**src/include/lsu_config.svh**
```systemverilog
`ifndef LSU_CONFIG_SVH
`define LSU_CONFIG_SVH

// Load/store unit sizing

// Data bus and address width in bits
`define LSU_DATA_W 32

// One enable per byte lane
`define LSU_BE_W 4

// Max bus transfers in flight, both halves of a split fit
`define LSU_DEPTH 2

// Outstanding counter width, must hold LSU_DEPTH
`define LSU_CNT_W 2

`endif

```
**src/logic/lsu_pkg.sv**
```systemverilog
`include "lsu_config.svh"

package lsu_pkg;

  ////////////////////
  // Access size
  ////////////////////

  // Encoding matches funct3[1:0] of RISC-V loads and stores
  typedef enum logic [1:0] {
    SIZE_BYTE = 2'b00,
    SIZE_HALF = 2'b01,
    SIZE_WORD = 2'b10
  } lsu_size_e;

  ////////////////////
  // Datapath types
  ////////////////////

  typedef logic [`LSU_DATA_W-1:0]      lsu_word_t;    // Address or data word
  typedef logic [`LSU_BE_W-1:0]        lsu_be_t;      // One bit per byte lane
  typedef logic [$clog2(`LSU_BE_W)-1:0] lsu_offset_t; // Byte within word
  typedef logic [`LSU_CNT_W-1:0]       lsu_cnt_t;     // Outstanding transfers

endpackage

```
**src/logic/lsu_rdata_align.sv**
```systemverilog
`timescale 1ns/100ps
`include "lsu_config.svh"

module lsu_rdata_align (
  input  logic                 clk,
  input  logic                 rst_n,
  input  logic                 ctrl_update_i,   // EX phase done, capture access info
  input  lsu_pkg::lsu_size_e   size_i,
  input  logic                 sext_i,
  input  logic                 we_i,
  input  lsu_pkg::lsu_offset_t offset_i,
  input  logic                 split_active_i,  // Current response is a first half
  input  logic                 resp_valid_i,
  input  lsu_pkg::lsu_word_t   resp_rdata_i,
  output lsu_pkg::lsu_word_t   rdata_o
);

  // Writeback side copy of the access
  lsu_pkg::lsu_size_e      size_q;
  logic                    sext_q;
  logic                    we_q;
  lsu_pkg::lsu_offset_t    offset_q;

  lsu_pkg::lsu_word_t      rdata_q;        // Low word of a split load
  logic                    rdata_is_split;
  logic [2*`LSU_DATA_W-1:0] rdata_full;    // Two word window
  lsu_pkg::lsu_word_t      rdata_win;      // Window after realignment

  ////////////////////
  // Access info
  ////////////////////

  always_ff @(posedge clk or negedge rst_n) begin
    if (!rst_n) begin
      size_q   <= lsu_pkg::SIZE_BYTE;
      sext_q   <= 1'b0;
      we_q     <= 1'b0;
      offset_q <= '0;
    end else if (ctrl_update_i) begin
      // Both phases of a split write the same values
      size_q   <= size_i;
      sext_q   <= sext_i;
      we_q     <= we_i;
      offset_q <= offset_i;
    end
  end

  // Raw first half, used only on the following response
  always_ff @(posedge clk) begin
    if (resp_valid_i && !we_q && split_active_i) begin
      rdata_q <= resp_rdata_i;
    end
  end

  ////////////////////
  // Realignment
  ////////////////////

  assign rdata_is_split = ((size_q == lsu_pkg::SIZE_WORD) && (offset_q != 2'b00)) ||
                          ((size_q == lsu_pkg::SIZE_HALF) && (offset_q == 2'b11));

  // Split puts the held word below, otherwise the word is doubled so
  // that its low bytes wrap into the top after the shift
  assign rdata_full = rdata_is_split ? {resp_rdata_i, rdata_q}
                                     : {resp_rdata_i, resp_rdata_i};

  assign rdata_win = lsu_pkg::lsu_word_t'(rdata_full >> {offset_q, 3'b000});

  // Sign or zero extension by captured size
  always_comb begin
    case (size_q)
      lsu_pkg::SIZE_BYTE: rdata_o = {{24{sext_q && rdata_win[7]}},  rdata_win[7:0]};
      lsu_pkg::SIZE_HALF: rdata_o = {{16{sext_q && rdata_win[15]}}, rdata_win[15:0]};
      default:            rdata_o = rdata_win;                      // Full word
    endcase
  end

endmodule

```
**config.mk**
```make
export PLATFORM = sky130hd
export DESIGN_NAME = lsu_rdata_align
export DESIGN_NICKNAME = d
export VERILOG_FILES = /design/src/logic/lsu_pkg.sv /design/src/logic/lsu_rdata_align.sv
export VERILOG_INCLUDE_DIRS = /design/src /design/src/include
export SDC_FILE = /design/constraint.sdc
export NUM_CORES = 1
export LEC_CHECK = 0
export ABC_AREA = 0
export BUFFER_PORTS_ARGS = -buffer_cell sky130_fd_sc_hd__buf_4
export CORE_ASPECT_RATIO = 1.4
export CORE_MARGIN = 2
export CORE_UTILIZATION = 48
export CTS_CLUSTER_DIAMETER = 200
export DETAILED_ROUTE_END_ITERATION = 16
export PLACE_DENSITY = 0.77
export SYNTH_ARGS = -nofsm -noshare
export SYNTH_HDL_FRONTEND = slang
export SYNTH_SLANG_ARGS = --single-unit
```
**constraint.sdc**
```tcl
create_clock -name clk -period 1.73 [get_ports clk]
set_input_delay 0.173 -clock clk [delete_from_list [all_inputs] [get_ports clk]]
set_output_delay 0.173 -clock clk [all_outputs]
set_load 0.01 [all_outputs]
```
==> flow_metrics.py <==
metrics = {
    "floorplanning": {
        "dieWidth_um": 67.20,
        "die_area_mm2": 0.006214,
        "io_pins": 75,
        "rows": 32,
        "dieHeight_um": 92.48,
        "core_area_mm2": 0.005445,
        "initial_core_util_pct": 49.29,
    },
    "cells_and_area": {
        "area_growth_pct": 54.45,
        "fin_cells": 494,
        "finish.utilization_pct": 76.13,
        "nets": 468,
        "antenna_cells": 0,
        "drive_above_1_share_pct": 51.88,
        "design_area_mm2": 0.004145,
    },
    "clocking": {
        "cts.sinks": 30,
        "cts_buffers": 5,
        "h-tree-depth": 2,
        "clk_latency_ns": 0.29,
        "root_buffer": "clkbuf_8",
        "cts_tree": "built",
        "clockBufferDepth": 2,
        "path_clk_slew_ns": 0.07,
    },
    "sta": {
        "rsz0062_at_grt": "true",
        "period_minus_slack_ns": 2.380,
        "fmax_mhz": 420.1,
        "finalHoldViolCount": 0,
        "worst_pin_slew_ns": 0.3850,
        "finalWorstSetupSlack_ns": -0.6504,
        "hold_ws_ns": 0.08376,
        "skew_ns": 0.006508,
        "timing.slew.headroom_pct": 74.11,
        "fin_crit_sh_pct": 137.6,
        "tns_ns": -17.75,
        "drv_slew": 0,
        "finalSetupViolCount": 32,
    },
    "logic_synthesis": {
        "synthArstFlopShare_pct": 20.00,
        "synth-simple-area-share_pct": 22.10,
        "yosysTopAreaCell": "edfxtp_1",
        "synth-xor-area-share_pct": 0,
        "avgSynthCellArea_um2": 8.602,
        "synth_common_cells": "nand2_1 (48), o21ai_0 (35), a21oi_1 (34)",
        "syn_area_mm2": 0.002684,
        "ys_ff_latch": 30,
        "synthMuxAreaShare_pct": 15.48,
        "ys_types": 44,
        "synth_flop_cell": "edfxtp_1",
        "ys_warn_count": 0,
        "yosys.area.top_type_share_pct": 26.85,
        "synthTopCellsByArea": "edfxtp_1 (27%), mux2i_1 (7.1%), mux4_2 (6.7%), nand2_1 (6.7%), o21ai_0 (6.5%)",
        "synth-edff-count": 24,
        "synthAdderAreaFrac_pct": 0,
        "ys_seq_area_share_pct": 32.45,
        "synth_compound_area_share_pct": 24.29,
        "postSynthCellCount": 312,
        "synth_top_family_by_area": "compound AO/OA/AOI/OAI gates",
        "yosysMostFrequentCell": "nand2_1",
        "syn_nets": 355,
    },
    "placed_design": {
        "dp_worst_setup_slack_ns": -0.3959,
        "port_buffers": 74,
        "routabilityCongestion": 0.8522,
        "dpl.hpwl_um": 6128,
        "dpl-instance-area_mm2": 0.003590,
        "place_inst": 472,
    },
    "critical_path": {
        "critPathSlowestCell": "or4b_4",
        "critPathLaunchType": "register",
        "startpoint": "size_q[0]$_DFFE_PN0P_",
        "cp_top_family": "simple AND/OR/NAND/NOR gates",
        "crit_chain": "or4b_4, o311ai_4, a31oi_4, o211ai_4, buf_12, nand2_1, buf_6",
        "path_class": "reg2out",
        "slowest_delay_ns": 0.56,
        "cp-end-kind": "output pin",
        "cp_data_required_time_ns": 1.56,
        "critPathArrivalTime_ns": 2.21,
        "path_buf_inv": 2,
        "crit_fanout": 8,
        "reg2reg_from": "offset_q[1]$_DFFE_PN0P_",
    },
    "drt": {
        "ant_nets": 0,
        "drt-initial-drc-count": 204,
        "wirelength_um": 9337,
        "drc_errors": 0,
        "routed_via_density": 6.217,
        "routed-via-count": 3071,
        "wl_per_cell_um": 18.90,
        "dr.pass1.iters": 5,
    },
    "run_status": {
        "failed_checks": "negative setup slack",
        "status": "finished, violations left",
    },
    "global_route": {
        "first_global_vias": 2793,
        "grt_pass1_wl_um": 13820,
        "antenna_found_initial": 0,
        "grt_max_degree": 25,
        "grt-ovfl-total": 0,
        "grt_util_all_layers_pct": 29.72,
    },
    "pwr": {
        "vdd_drop_max_mv": 0.4536,
        "leakage_nw": 1.704,
        "power.total_mw": 3.083,
        "power_density_mw_per_mm2": 743.7,
    },
    "flow_run": {
        "cap_violations": 0,
    },
    "hold_path": {
        "min_from": "offset_i[0]",
        "hold_path_class": "in2reg",
    },
}
==> metal layers <==
| metal | track usage, % | up-vias | routed length, µm |
|---|---|---|---|
| met5 | 0 | - | 0 |
| met4 | 10.37 | 0 | 302 |
| met3 | 6.197 | 33 | 810 |
| met2 | 50.41 | 194 | 4698 |
| met1 | 36.58 | 1462 | 3526 |
| li1 | - | 1382 | - |
==> worst min-delay path, cell delays in order <==
cell,delay (ns)
buf_4,0.08
nand2_1,0.03
o21ai_0,0.06
==> what timing repair did <==
| item | CTS | global route |
|---|---|---|
| gates cloned | 0 | 1 |
| hold endpoints to repair | 6 | 0 |
| setup endpoints to repair | 32 | 32 |
| hold buffers | 1 | 0 |
| setup buffers | 4 | 8 |
| pin swaps | 7 | 8 |
| resized for setup | 47 | 44 |
==> path summary, 6_finish.rpt <==
check,to,slack (ns),depth (start not counted)
hold / removal,offset_q[0]$_DFFE_PN0P_,0.08,3
setup reg to reg,offset_q[1]$_DFFE_PN0P_,0.40,4
min in group asynchronous,we_q$_DFFE_PN0P_,0.22,2
hold reg to reg,we_q$_DFFE_PN0P_,0.54,1
setup / recovery,rdata_o[30],-0.65,7
max in group asynchronous,size_q[0]$_DFFE_PN0P_,1.38,2
==> power by group <==
| part | switching, mW | total (mW) | internal [mW] | leakage [nW] |
|---|---|---|---|---|
| Clock | 0.297 | 0.618 | 0.321 | 0.0482 |
| Sequential | 0.0385 | 0.859 | 0.820 | 0.289 |
| Combinational | 0.787 | 1.61 | 0.819 | 1.37 |
==> state kept, by name (all words and copies together) (netlist names) <==
name / flops
we_q: 1
size_q: 2
sext_q: 1
offset_q: 2
rdata_q: 24
==> kinds of logic after synthesis <==
| kind of cell | count (synthesis) |
|---|---|
| AOI/OAI and AO/OA | 98 |
| DFF | 30 |
| buffers and inverters | 30 |
| muxes | 31 |
| and+or+nand+nor | 123 |
==> cell type report <==
type                       instances  area [µm²]
multi-input combinational        252        1911
fill                             366        1300
timing repair buffer             133        1172
sequential                        30       874.6
clock buffer                       7       86.33
tap                               68       85.08
inverter                           3       11.26
clock inverter                     1       5.005
==> cells in the final DEF, fill, tap and decap left out, types with 3 or more instances in the layout <==
master	Yosys	layout
nand3_1	14	13
o21ai_1	0	10
o21ai_0	35	24
mux4_2	8	8
a31oi_1	8	7
nor2_2	0	4
inv_1	3	3
buf_6	1	29
mux2_2	4	3
dfrtp_1	6	3
nor3_2	0	4
nor2_4	0	5
nand3b_1	5	5
buf_12	0	3
edfxtp_1	24	24
a21oi_1	34	24
mux2i_1	19	15
nor3_1	14	8
a311oi_2	2	3
buf_4	5	98
nor2_1	19	10
a21oi_2	0	10
clkbuf_8	0	6
nand2_1	48	44
nand2_2	10	12
a211oi_2	1	4
dfrtp_2	0	3
No activity file was read; power rests on OpenSTA's default activity.
