### config.mk
export PLATFORM = sky130hd
export DESIGN_NAME = lsu_ctrl
export DESIGN_NICKNAME = d
export VERILOG_FILES = /design/src/logic/lsu_pkg.sv /design/src/logic/lsu_ctrl.sv
export VERILOG_INCLUDE_DIRS = /design/src /design/src/include
export SDC_FILE = /design/constraint.sdc
export NUM_CORES = 1
export LEC_CHECK = 0
export BUFFER_PORTS_ARGS = -buffer_cell sky130_fd_sc_hd__clkbuf_2
export CORE_AREA = 2 2 39 41
export DETAILED_ROUTE_END_ITERATION = 12
export DIE_AREA = 0 0 41 43
export GPL_TIMING_DRIVEN = 0
export RECOVER_POWER = 50
export SYNTH_ARGS = -nofsm -noshare
export SYNTH_HDL_FRONTEND = slang
export SYNTH_SLANG_ARGS = --single-unit
### constraint.sdc
create_clock -name clk -period 1.2 [get_ports clk]
set_input_delay 0.24 -clock clk [delete_from_list [all_inputs] [get_ports clk]]
set_output_delay 0.24 -clock clk [all_outputs]
set_load 0.02 [all_outputs]
### src/include/lsu_config.svh
`ifndef LSU_CONFIG_SVH
`define LSU_CONFIG_SVH

// Load/store unit sizing

// Data bus and address width in bits
`define LSU_DATA_W 32

// One enable per byte lane
`define LSU_BE_W 4

// Max bus transfers in flight, both halves of a split fit
`define LSU_DEPTH 2

// Outstanding counter width, must hold LSU_DEPTH
`define LSU_CNT_W 2

`endif

### src/logic/lsu_pkg.sv
`include "lsu_config.svh"

package lsu_pkg;

  ////////////////////
  // Access size
  ////////////////////

  // Encoding matches funct3[1:0] of RISC-V loads and stores
  typedef enum logic [1:0] {
    SIZE_BYTE = 2'b00,
    SIZE_HALF = 2'b01,
    SIZE_WORD = 2'b10
  } lsu_size_e;

  ////////////////////
  // Datapath types
  ////////////////////

  typedef logic [`LSU_DATA_W-1:0]      lsu_word_t;    // Address or data word
  typedef logic [`LSU_BE_W-1:0]        lsu_be_t;      // One bit per byte lane
  typedef logic [$clog2(`LSU_BE_W)-1:0] lsu_offset_t; // Byte within word
  typedef logic [`LSU_CNT_W-1:0]       lsu_cnt_t;     // Outstanding transfers

endpackage

### src/logic/lsu_ctrl.sv
`timescale 1ns/100ps
`include "lsu_config.svh"

module lsu_ctrl (
  input  logic clk,
  input  logic rst_n,
  input  logic valid_0_i,       // EX stage handshake
  input  logic ready_0_i,
  input  logic valid_1_i,       // WB stage handshake
  input  logic ready_1_i,
  input  logic split_needed_i,
  input  logic misaligned_i,
  input  logic data_gnt_i,
  input  logic data_rvalid_i,
  input  logic data_err_i,
  output logic data_req_o,
  output logic ready_0_o,
  output logic valid_0_o,
  output logic ready_1_o,
  output logic valid_1_o,
  output logic split_0_o,       // First phase of a split in EX
  output logic split_q_o,       // Second phase of a split in EX
  output logic split_active_o,  // Oldest outstanding transfer is a first half
  output logic ctrl_update_o,
  output logic err_1_o,
  output logic busy_o,
  output logic interruptible_o
);

  localparam lsu_pkg::lsu_cnt_t DEPTH = lsu_pkg::lsu_cnt_t'(`LSU_DEPTH);

  lsu_pkg::lsu_cnt_t cnt_q;      // Transfers granted but not answered
  lsu_pkg::lsu_cnt_t next_cnt;
  logic              count_up;   // Accepted request
  logic              count_down; // Response
  logic              done_0;     // Address phase finished
  logic              split_q;
  logic              last_resp;  // Response ends the access
  logic              err_q;      // Error seen on a first half
  logic              req_pend_q; // Request raised, not yet taken

  ////////////////////
  // Request and EX
  ////////////////////

  // New access only on an empty bus, the second half may overlap its first
  assign data_req_o = valid_0_i && (cnt_q < DEPTH) && ((cnt_q == '0) || split_q);

  assign count_up   = data_req_o && data_gnt_i;
  assign count_down = data_rvalid_i;

  assign split_0_o  = valid_0_i && split_needed_i;
  assign split_q_o  = split_q;

  // Nothing to do counts as done
  assign done_0        = (valid_0_i ? count_up : 1'b1) && ready_0_i;
  assign ctrl_update_o = done_0 && valid_0_i;
  assign ready_0_o     = done_0 && !split_0_o; // Hold EX through both phases
  assign valid_0_o     = count_up;

  always_ff @(posedge clk or negedge rst_n) begin
    if (!rst_n) begin
      split_q <= 1'b0;
    end else if (!valid_0_i) begin
      split_q <= 1'b0;                         // Killed or idle, next starts clean
    end else if (ctrl_update_o) begin
      split_q <= split_0_o;                    // Set after phase one, clear after two
    end
  end

  ////////////////////
  // Outstanding count
  ////////////////////

  always_comb begin
    case ({count_up, count_down})
      2'b10:   next_cnt = cnt_q + 1'b1;
      2'b01:   next_cnt = cnt_q - 1'b1;
      default: next_cnt = cnt_q;               // Idle or both at once
    endcase
  end

  always_ff @(posedge clk or negedge rst_n) begin
    if (!rst_n) begin
      cnt_q <= '0;
    end else begin
      cnt_q <= next_cnt;
    end
  end

  ////////////////////
  // WB and status
  ////////////////////

  // Two in flight only happens for a split, so the head is its first half
  assign split_active_o = split_q || (cnt_q == DEPTH);
  assign last_resp      = data_rvalid_i && !split_active_o;

  assign ready_1_o = ((cnt_q == '0) || data_rvalid_i) && ready_1_i;
  assign valid_1_o = last_resp && valid_1_i;

  // Error of either half shows on the last response
  always_ff @(posedge clk or negedge rst_n) begin
    if (!rst_n) begin
      err_q <= 1'b0;
    end else if (data_rvalid_i) begin
      err_q <= split_active_o && data_err_i;  // Cleared by the last half
    end
  end

  assign err_1_o = data_rvalid_i && (data_err_i || err_q);

  // A request held over a cycle must not be withdrawn
  always_ff @(posedge clk or negedge rst_n) begin
    if (!rst_n) begin
      req_pend_q <= 1'b0;
    end else if (ctrl_update_o) begin
      req_pend_q <= 1'b0;
    end else if (data_req_o) begin
      req_pend_q <= 1'b1;
    end
  end

  assign busy_o          = (cnt_q != '0) || data_req_o;
  assign interruptible_o = !req_pend_q && (cnt_q == '0);

  ////////////////////
  // Checks
  ////////////////////

  cnt_max_a : assert property (@(posedge clk) disable iff (!rst_n)
    cnt_q <= DEPTH);

  resp_pending_a : assert property (@(posedge clk) disable iff (!rst_n)
    data_rvalid_i |-> (cnt_q != '0));

  req_stable_a : assert property (@(posedge clk) disable iff (!rst_n)
    data_req_o && !data_gnt_i |=> data_req_o);

  // Operands must not change between the two phases
  split_misaligned_a : assert property (@(posedge clk) disable iff (!rst_n)
    valid_0_i && split_q |-> misaligned_i);

endmodule

==> results of run 1 <==
-- stage by stage --
step | hold WS, ns | instances
4_1_cts | 0.2364 | 87
2_1_floorplan | -0.05559 | 38
3_3_place_gp | 0.05729 | 75
6_report | 0.2488 | 92
3_5_place_dp | 0.06066 | 75
5_1_grt | 0.2287 | 92
-- what timing repair did --
action,4_1_cts,5_1_grt
hold endpoints to repair,5,0
gates cloned,0,0
hold buffers,1,0
pin swaps,5,5
endpoints found under the setup margin,11,14
gates resized for setup,15,26
buffers inserted,7,5
-- kinds of logic after synthesis --
kind of cell	share of synthesized area (%)
simple gates	24.33
compound gates	14.67
buf+inv	6.949
flops	38.61
xor+xnor	8.110
mux	3.475
fa+ha+maj	3.860
-- cell type report --
class / count / area (um2) / share of cell area (%)
Timing Repair Buffer: 34 / 275.3 / 37.74
Sequential cell: 5 / 128.9 / 17.67
Inverter: 6 / 22.52 / 3.087
Multi-Input combinational cell: 27 / 256.5 / 35.16
Clock buffer: 4 / 26.28 / 3.602
Tap cell: 16 / 20.02 / 2.744
-- worst max-delay path, delay by kind of cell (launching register included) --
kind / cells / cell delay [ns]
flops: 1 / 0.44
simple gates: 3 / 0.30
fa+ha+maj: 1 / 0.19
buf+inv: 1 / 0.16
xor+xnor: 2 / 0.29
-- state kept, by name (all words and copies together) (netlist names) --
signal and count:
err_q 1, split_q_o 1, req_pend_q 1, cnt_q 2
-- layout by cell type, fill, tap and decap left out, drive strengths merged --
| cell | n |
|---|---|
| a211oi | 1 |
| a21boi | 1 |
| a21oi | 1 |
| a31oi | 1 |
| and2 | 1 |
| and3 | 1 |
| buf | 18 |
| clkbuf | 19 |
| dfrtp | 5 |
| dlygate4sd3 | 1 |
| ha | 1 |
| inv | 6 |
| mux2 | 1 |
| nand2 | 4 |
| nand2b | 1 |
| nand3 | 1 |
| nand3b | 1 |
| nor2 | 3 |
| nor2b | 1 |
| nor3 | 1 |
| nor3b | 1 |
| o21a | 2 |
| o22ai | 1 |
| xnor2 | 2 |
| xor2 | 1 |
-- routing by layer --
metal / part of all wire (%) / track usage [%] / vias up
li1: - / - / 203
met1: 39 / 15.79 / 200
met2: 55 / 15.63 / 9
met3: 4.3 / 1.571 / 2
met4: 0.94 / 12.00 / 0
met5: 0 / 0 / -
-- where the power goes --
part	total, mW	switching [mW]	internal (mW)	leakage [nW]
registers	0.332	0.0908	0.242	0.0572
clock network	0.189	0.0632	0.125	0.0150
logic	1.03	0.450	0.577	0.289
total	1.55	0.604	0.944	0.361
-- final timing paths --
check                             end  slack (ns)  depth (start not counted)
max                          cnt_q[1]       -0.31                          7
min                         split_q_o        0.25                          2
max reg2reg                  cnt_q[1]       -0.31                          7
min reg2reg                req_pend_q        0.57                          1
max in group asynchronous    cnt_q[0]        0.61                          2
min in group asynchronous  req_pend_q        0.37                          2
==> impl_metrics.tcl, run 1 <==
set metrics [dict create \
    crit_type "reg2reg" \
    synth_top_area_share_pct 38.61 \
    syn_to_final_growth_pct 125.1 \
    wire_per_inst_um 11.62 \
    hp-start "ready_0_i" \
    tightest_slew_ns 0.2485 \
    setup_tns_ns -2.681 \
    ioPinCount 23 \
    yosysMostFrequentCell "inv_1" \
    fin_crit_sh_pct 125.6 \
    core_um2 1384 \
    fmax_mhz 663.4 \
    cp.required_ns 1.32 \
    cp-end-kind "flop" \
    antenna_found_initial 0 \
    grt_max_degree 8 \
    status "complete, but fails checks" \
    place.gp.congestion 0.6351 \
    maxCapViolations 0 \
    synth_ff_type "dfrtp_1" \
    startpoint "cnt_q[1]" \
    dieWidth_um 41 \
    critPathLaunchType "flop" \
    leakage_nw 0.3608 \
    async_flop_share_pct 100.0 \
    setup_viol 12 \
    wl_um 1069 \
    cts_root_buffer "clkbuf_4" \
    worst_slack_ns -0.3074 \
    synth_top_cells_by_area "dfrtp_1, inv_1, xnor2_1" \
    power_mw 1.548 \
    p_per_area_nw_per_um2 2122 \
    clkLatencyLatePin_ns 0.24 \
    track_usage_pct 12.03 \
    clk_pin_slew_ns 0.04 \
    ys_ff_latch 5 \
    rsz0062_at_grt "true" \
    grt_pass1_vias 363 \
    violations "setup timing" \
    cpMaxStageDelayCell "dfrtp_2" \
    place_area_um2 466.7 \
    cts_sinks 5 \
    drtAntennaViolNets 0 \
    period_minus_slack_ns 1.507 \
    synth-edff-count 0 \
    syn_nets 50 \
    finalInstanceArea_um2 729.5 \
    syn_inst 38 \
    initial_core_util_pct 23.42 \
    slew_violations 0 \
    crit_fanout 6 \
    dieArea_um2 1763 \
    yosysWarnings 0 \
    nets 89 \
    cp.arrival_ns 1.62 \
    grt_pass1_wl_um 1373 \
    cts_tree "done" \
    relSlewSlack_pct 83.43 \
    vdd_ir_drop_max_mv 0.8915 \
    cts-buffers-inserted 3 \
    avgSynthCellArea_um2 8.528 \
    die_h_um 43 \
    drtIter0Drc 6 \
    yosys.area.top_type "dfrtp_1" \
    firstDrtPassIters 4 \
    worstPathCellList "buf_4 -> nor2b_4 -> nand3_2 -> ha_4 -> xnor2_2 -> nor2_2 -> xor2_1" \
    synthDistinctLibCells 22 \
    grt_overflow 0 \
    io_buffers 21 \
    r2r-start "cnt_q[1]" \
    drive_gt1_share_pct 72.37 \
    n_antenna_cell 0 \
    vias 414 \
    place.detailed.hpwl_um 612.9 \
    hold_violations 0 \
    synth.cell_area_um2 324.1 \
    post-route-util_pct 52.71 \
    fillers 133 \
    worst_hold_path_type "in2reg" \
    synth_common_cells "inv_1, dfrtp_1, nand2_1" \
    pre_cts_slack_ns -0.1900 \
    avgViaCountPerCell 4.500 \
    fin_worst_skew_ns 0.0007310 \
    ys_seq_area_share_pct 38.61 \
    rows 14 \
    max_stage_delay_ns 0.44 \
    drc 0 \
    cts-htree-levels 1 \
    cts_buffer_depth 2 \
]
(Power assumes the default switching activity.)
==> run 2: changes to the inputs <==
--- a/config.mk
+++ b/config.mk
@@ -7,11 +7,13 @@
 export NUM_CORES = 1
 export LEC_CHECK = 0
 export BUFFER_PORTS_ARGS = -buffer_cell sky130_fd_sc_hd__clkbuf_2
+export CAP_MARGIN = 20
 export CORE_AREA = 2 2 39 41
 export DETAILED_ROUTE_END_ITERATION = 12
 export DIE_AREA = 0 0 41 43
 export GPL_TIMING_DRIVEN = 0
 export RECOVER_POWER = 50
+export SETUP_SLACK_MARGIN = 0.3
 export SYNTH_ARGS = -nofsm -noshare
 export SYNTH_HDL_FRONTEND = slang
 export SYNTH_SLANG_ARGS = --single-unit
==> impl_metrics.tcl, run 2 (synthesis gave the netlist of run 1 again) <==
set metrics [dict create \
    dieArea_um2 1763 \
    crit_type "reg2out" \
    fin_crit_sh_pct 126.3 \
    initial_core_util_pct 23.42 \
    crit_fanout 7 \
    largest-register "cnt_q" \
    grt_pass1_vias 314 \
    whs_path_depth 2 \
    fin_worst_skew_ns 0.001766 \
    drtIter0Drc 0 \
    cts-buffers-inserted 3 \
    drc 0 \
    cts_tree "done" \
    drtAntennaViolNets 0 \
    status "complete, but fails checks" \
    track_usage_pct 10.25 \
    clk_pin_slew_ns 0.05 \
    syn_to_final_growth_pct 112.7 \
    slew_violations 0 \
    place.gp.congestion 0.7080 \
    grt_overflow 0 \
    relSlewSlack_pct 81.16 \
    worstRegToRegCells 6 \
    wire_per_inst_um 10.25 \
    cts_root_buffer "clkbuf_4" \
    grt_pass1_wl_um 1242 \
    leakage_nw 0.3368 \
    setup_viol 12 \
    maxCapViolations 0 \
    cts_buffer_depth 2 \
    core_um2 1384 \
    rows 14 \
    wl_um 912 \
    firstDrtPassIters 1 \
    n_antenna_cell 0 \
    post-route-util_pct 49.82 \
    nets 86 \
    cts_sinks 5 \
    vdd_ir_drop_max_mv 0.7515 \
    period_minus_slack_ns 1.516 \
    antenna_found_initial 0 \
    place_area_um2 483.0 \
    cp.arrival_ns 1.28 \
    grt_max_degree 8 \
    vias 382 \
    cts-htree-levels 1 \
    io_buffers 21 \
    rsz0062_at_grt "true" \
    layout_common_cells "clkbuf_2, buf_4, buf_8, buf_6" \
    fmax_mhz 659.8 \
    finalInstanceArea_um2 689.4 \
    tightest_slew_ns 0.2826 \
    hold_violations 0 \
    clkLatencyLatePin_ns 0.24 \
    cp.required_ns 0.96 \
    largest_reg_flops 2 \
    violations "setup timing" \
    final_common_cell "clkbuf_2" \
    die_h_um 43 \
    ioPinCount 23 \
    critPathLaunchType "flop" \
    avgViaCountPerCell 4.292 \
    cp-end-kind "primary output" \
    drive_gt1_share_pct 69.86 \
    dieWidth_um 41 \
    worst_hold_path_type "in2reg" \
    worst_slack_ns -0.3156 \
    p_per_area_nw_per_um2 2071 \
    place.detailed.hpwl_um 658.3 \
]
==> run 2: changes by cell type in the layout (fill, tap and decap cells not counted), sizes merged <==
cell and change:
clkbuf -1, buf -2
==> run 2: worst paths after layout <==
path / slack, ns / from / to
worst min register to register: 0.52 / req_pend_q / req_pend_q
worst max register to register: -0.19 / cnt_q[1] / cnt_q[1]
min in group asynchronous: 0.38 / rst_n / err_q
worst min-delay path: 0.24 / ready_0_i / split_q_o
max in group asynchronous: 0.58 / rst_n / cnt_q[1]
worst max-delay path: -0.32 / cnt_q[1] / ready_0_o
==> run 2: where the power goes <==
part / leakage, nW / switching, mW / internal [mW]
registers: 0.0572 / 0.0917 / 0.241
clock network: 0.0150 / 0.0702 / 0.126
logic: 0.265 / 0.384 / 0.515
total: 0.337 / 0.546 / 0.882
==> run 2: per-layer routing <==
| layer | part of all wire [%] | vias to the layer above | GRT usage [%] |
|---|---|---|---|
| li1 | - | 197 | - |
| met1 | 43 | 169 | 13.55 |
| met2 | 50 | 16 | 15.94 |
| met3 | 7.6 | 0 | 1.571 |
| met4 | 0 | 0 | 4.000 |
| met5 | 0 | - | 0 |
==> run 2: cell type report <==
class / instances / area [um2]
inverters: 6 / 22.52
fillers: 141 / 694.4
flip-flops and latches: 5 / 128.9
multi-input cells: 27 / 230.2
well taps: 16 / 20.02
clock buffers: 4 / 26.28
repair buffers: 31 / 261.5
==> run 2: repair_timing <==
item                                    in CTS  in global routing
hold buffers                                 1                  0
endpoints found under the setup margin      16                 17
buffers inserted                             6                  3
resized for setup                           19                 12
pin swaps                                    4                  3
hold endpoints to repair                     5                  0
==> run 2: worst max-delay path: stages (launching register included) <==
cell and delay (ns):
dfrtp_2 0.46, nor3b_2 0.21, nand2_1 0.09, a21boi_2 0.13, clkbuf_8 0.16
==> run 2: per-stage QoR <==
step / setup slack (ns) / cells / hold slack [ns] / total power [mW] / TNS [ns]
finish: -0.3156 / 89 / 0.2364 / 1.428 / -2.342
global route: -0.3744 / 89 / 0.2558 / 1.526 / -3.323
CTS: -0.3170 / 86 / 0.2240 / 1.302 / -2.723
detailed placement: -0.2476 / 75 / 0.06834 / 0.8562 / -0.9686
global placement: -0.2182 / 75 / 0.06339 / 0.8428 / -0.7915
floorplan: -0.1003 / 38 / -0.05559 / 0.6993 / -0.1963
==> run 3: changes to the inputs <==
--- a/config.mk
+++ b/config.mk
@@ -14,6 +14,7 @@
 export GPL_TIMING_DRIVEN = 0
 export RECOVER_POWER = 50
 export SETUP_SLACK_MARGIN = 0.3
+export SKIP_LAST_GASP = 1
 export SYNTH_ARGS = -nofsm -noshare
 export SYNTH_HDL_FRONTEND = slang
 export SYNTH_SLANG_ARGS = --single-unit
==> impl_metrics.tcl, run 3 (synthesis gave the netlist of run 1 again) <==
set metrics [dict create \
    die_h_um 43 \
    syn_to_final_growth_pct 110.4 \
    violations "setup timing" \
    crit_fanout 7 \
    wire_per_inst_um 10.29 \
    p_int_mw 0.8755 \
    final_common_cell "clkbuf_2" \
    tightest_slew_ns 0.2844 \
    firstDrtPassIters 1 \
    slew_violations 0 \
    place.detailed.hpwl_um 658.3 \
    cts_root_buffer "clkbuf_4" \
    largest-register "cnt_q" \
    track_usage_pct 10.35 \
    cp.required_ns 0.96 \
    io_buffers 21 \
    avgViaCountPerCell 4.303 \
    grt_overflow 0 \
    sw_frac_of_total_pct 38.37 \
    fmax_mhz 659.8 \
    maxCapViolations 0 \
    multi_input_area_um2 230.2 \
    drtAntennaViolNets 0 \
    fin_worst_skew_ns 0.001766 \
    clk_pin_slew_ns 0.05 \
    wl_um 916 \
    p_per_area_nw_per_um2 2083 \
    register_area_um2 128.9 \
    hold_violations 0 \
    nets 86 \
    hold_slack_ns 0.2364 \
    grt_max_degree 8 \
    grt_pass1_wl_um 1255 \
    p_switching_mw 0.5451 \
    status "complete, but fails checks" \
    drtIter0Drc 0 \
    critPathLaunchType "flop" \
    rsz0062_at_grt "true" \
    worst_slack_ns -0.3155 \
    initial_core_util_pct 23.42 \
    fillers 138 \
    clkLatencyLatePin_ns 0.24 \
    drc 0 \
    place.gp.congestion 0.7080 \
    power_frac_seq_pct 23.5 \
    cts-buffers-inserted 3 \
    leakage_nw 0.3344 \
    worst_hold_path_type "in2reg" \
    clkPwrFrac_pct 13.8 \
    grt_pass1_vias 320 \
    largest_reg_flops 2 \
    setup_viol 12 \
    fin_crit_sh_pct 126.3 \
    vdd_ir_drop_max_mv 0.7476 \
    period_minus_slack_ns 1.516 \
    ioPinCount 23 \
    cts_tree "done" \
    antenna_found_initial 0 \
    n_antenna_cell 0 \
    cp-end-kind "primary output" \
    rows 14 \
    crit_type "reg2out" \
    relSlewSlack_pct 81.04 \
    cts-htree-levels 1 \
    vias 383 \
    cts_sinks 5 \
    power_mw 1.421 \
    dieWidth_um 41 \
    cp.arrival_ns 1.28 \
    drive_gt1_share_pct 69.86 \
    combPwrFrac_pct 62.7 \
    cts_buffer_depth 2 \
    layout_common_cells "clkbuf_2, buf_4, buf_6" \
    dieArea_um2 1763 \
    core_um2 1384 \
]
==> run 3: cell types whose count changed in the layout (fill, tap and decap cells not counted) <==
cell,delta
buf_6,+2
buf_8,-2
==> run 3: per-stage QoR <==
stage | worst slack [ns] | instances | setup TNS [ns] | utilization, % | instance area (um2)
after floorplan | -0.1003 | 38 | -0.1963 | - | 357.8
after global placement | -0.2182 | 75 | -0.7915 | 34.90 | 483.0
after detailed placement | -0.2476 | 75 | -0.9686 | 34.90 | 483.0
after CTS | -0.3170 | 86 | -2.744 | 45.30 | 626.9
after global routing | -0.3744 | 89 | -3.336 | 49.28 | 681.9
final | -0.3155 | 89 | -2.353 | 49.28 | 681.9
==> run 3: layout make-up <==
class / count / share of cell area, %
Timing Repair Buffer: 31 / 37.25
Multi-Input combinational cell: 27 / 33.76
Sequential cell: 5 / 18.90
Clock buffer: 4 / 3.853
Inverter: 6 / 3.303
Tap cell: 16 / 2.936
==> run 3: what timing repair did <==
| action | in CTS | in global routing |
|---|---|---|
| endpoints found under the setup margin | 16 | 17 |
| endpoints found under the hold margin | 5 | 0 |
| hold buffers | 1 | 0 |
| resized for setup | 14 | 17 |
| pin swaps | 3 | 3 |
| buffers inserted | 6 | 3 |
==> run 3: worst paths after layout <==
path / start / end / slack, ns / cells past startpoint
max: cnt_q[1] / ready_0_o / -0.32 / 4
min: ready_0_i / split_q_o / 0.24 / 2
max reg2reg: cnt_q[1] / cnt_q[1] / -0.19 / 6
min reg2reg: req_pend_q / req_pend_q / 0.52 / 1
max in group asynchronous: rst_n / cnt_q[1] / 0.57 / 2
min in group asynchronous: rst_n / err_q / 0.39 / 2
==> run 3: critical path, cell delays in order (launching register included) <==
cell	delay (ns)
dfrtp_2	0.46
nor3b_2	0.21
nand2_1	0.09
a21boi_2	0.13
clkbuf_8	0.16
==> run 3: power by group through the flow <==
stage	sequential (mW)	clock, mW	combinational, mW
final	0.333	0.196	0.891
after CTS	0.336	0.200	0.747
after detailed placement	0.336	0	0.520
after global placement	0.332	0	0.510
after floorplan	0.319	0	0.381
after global routing	0.350	0.209	0.958
==> run 3: layer usage <==
metal	global-route usage (%)	wire length [um]
met1	13.55	385
met2	16.25	460
met3	1.571	70
met4	4.000	0
met5	0	0
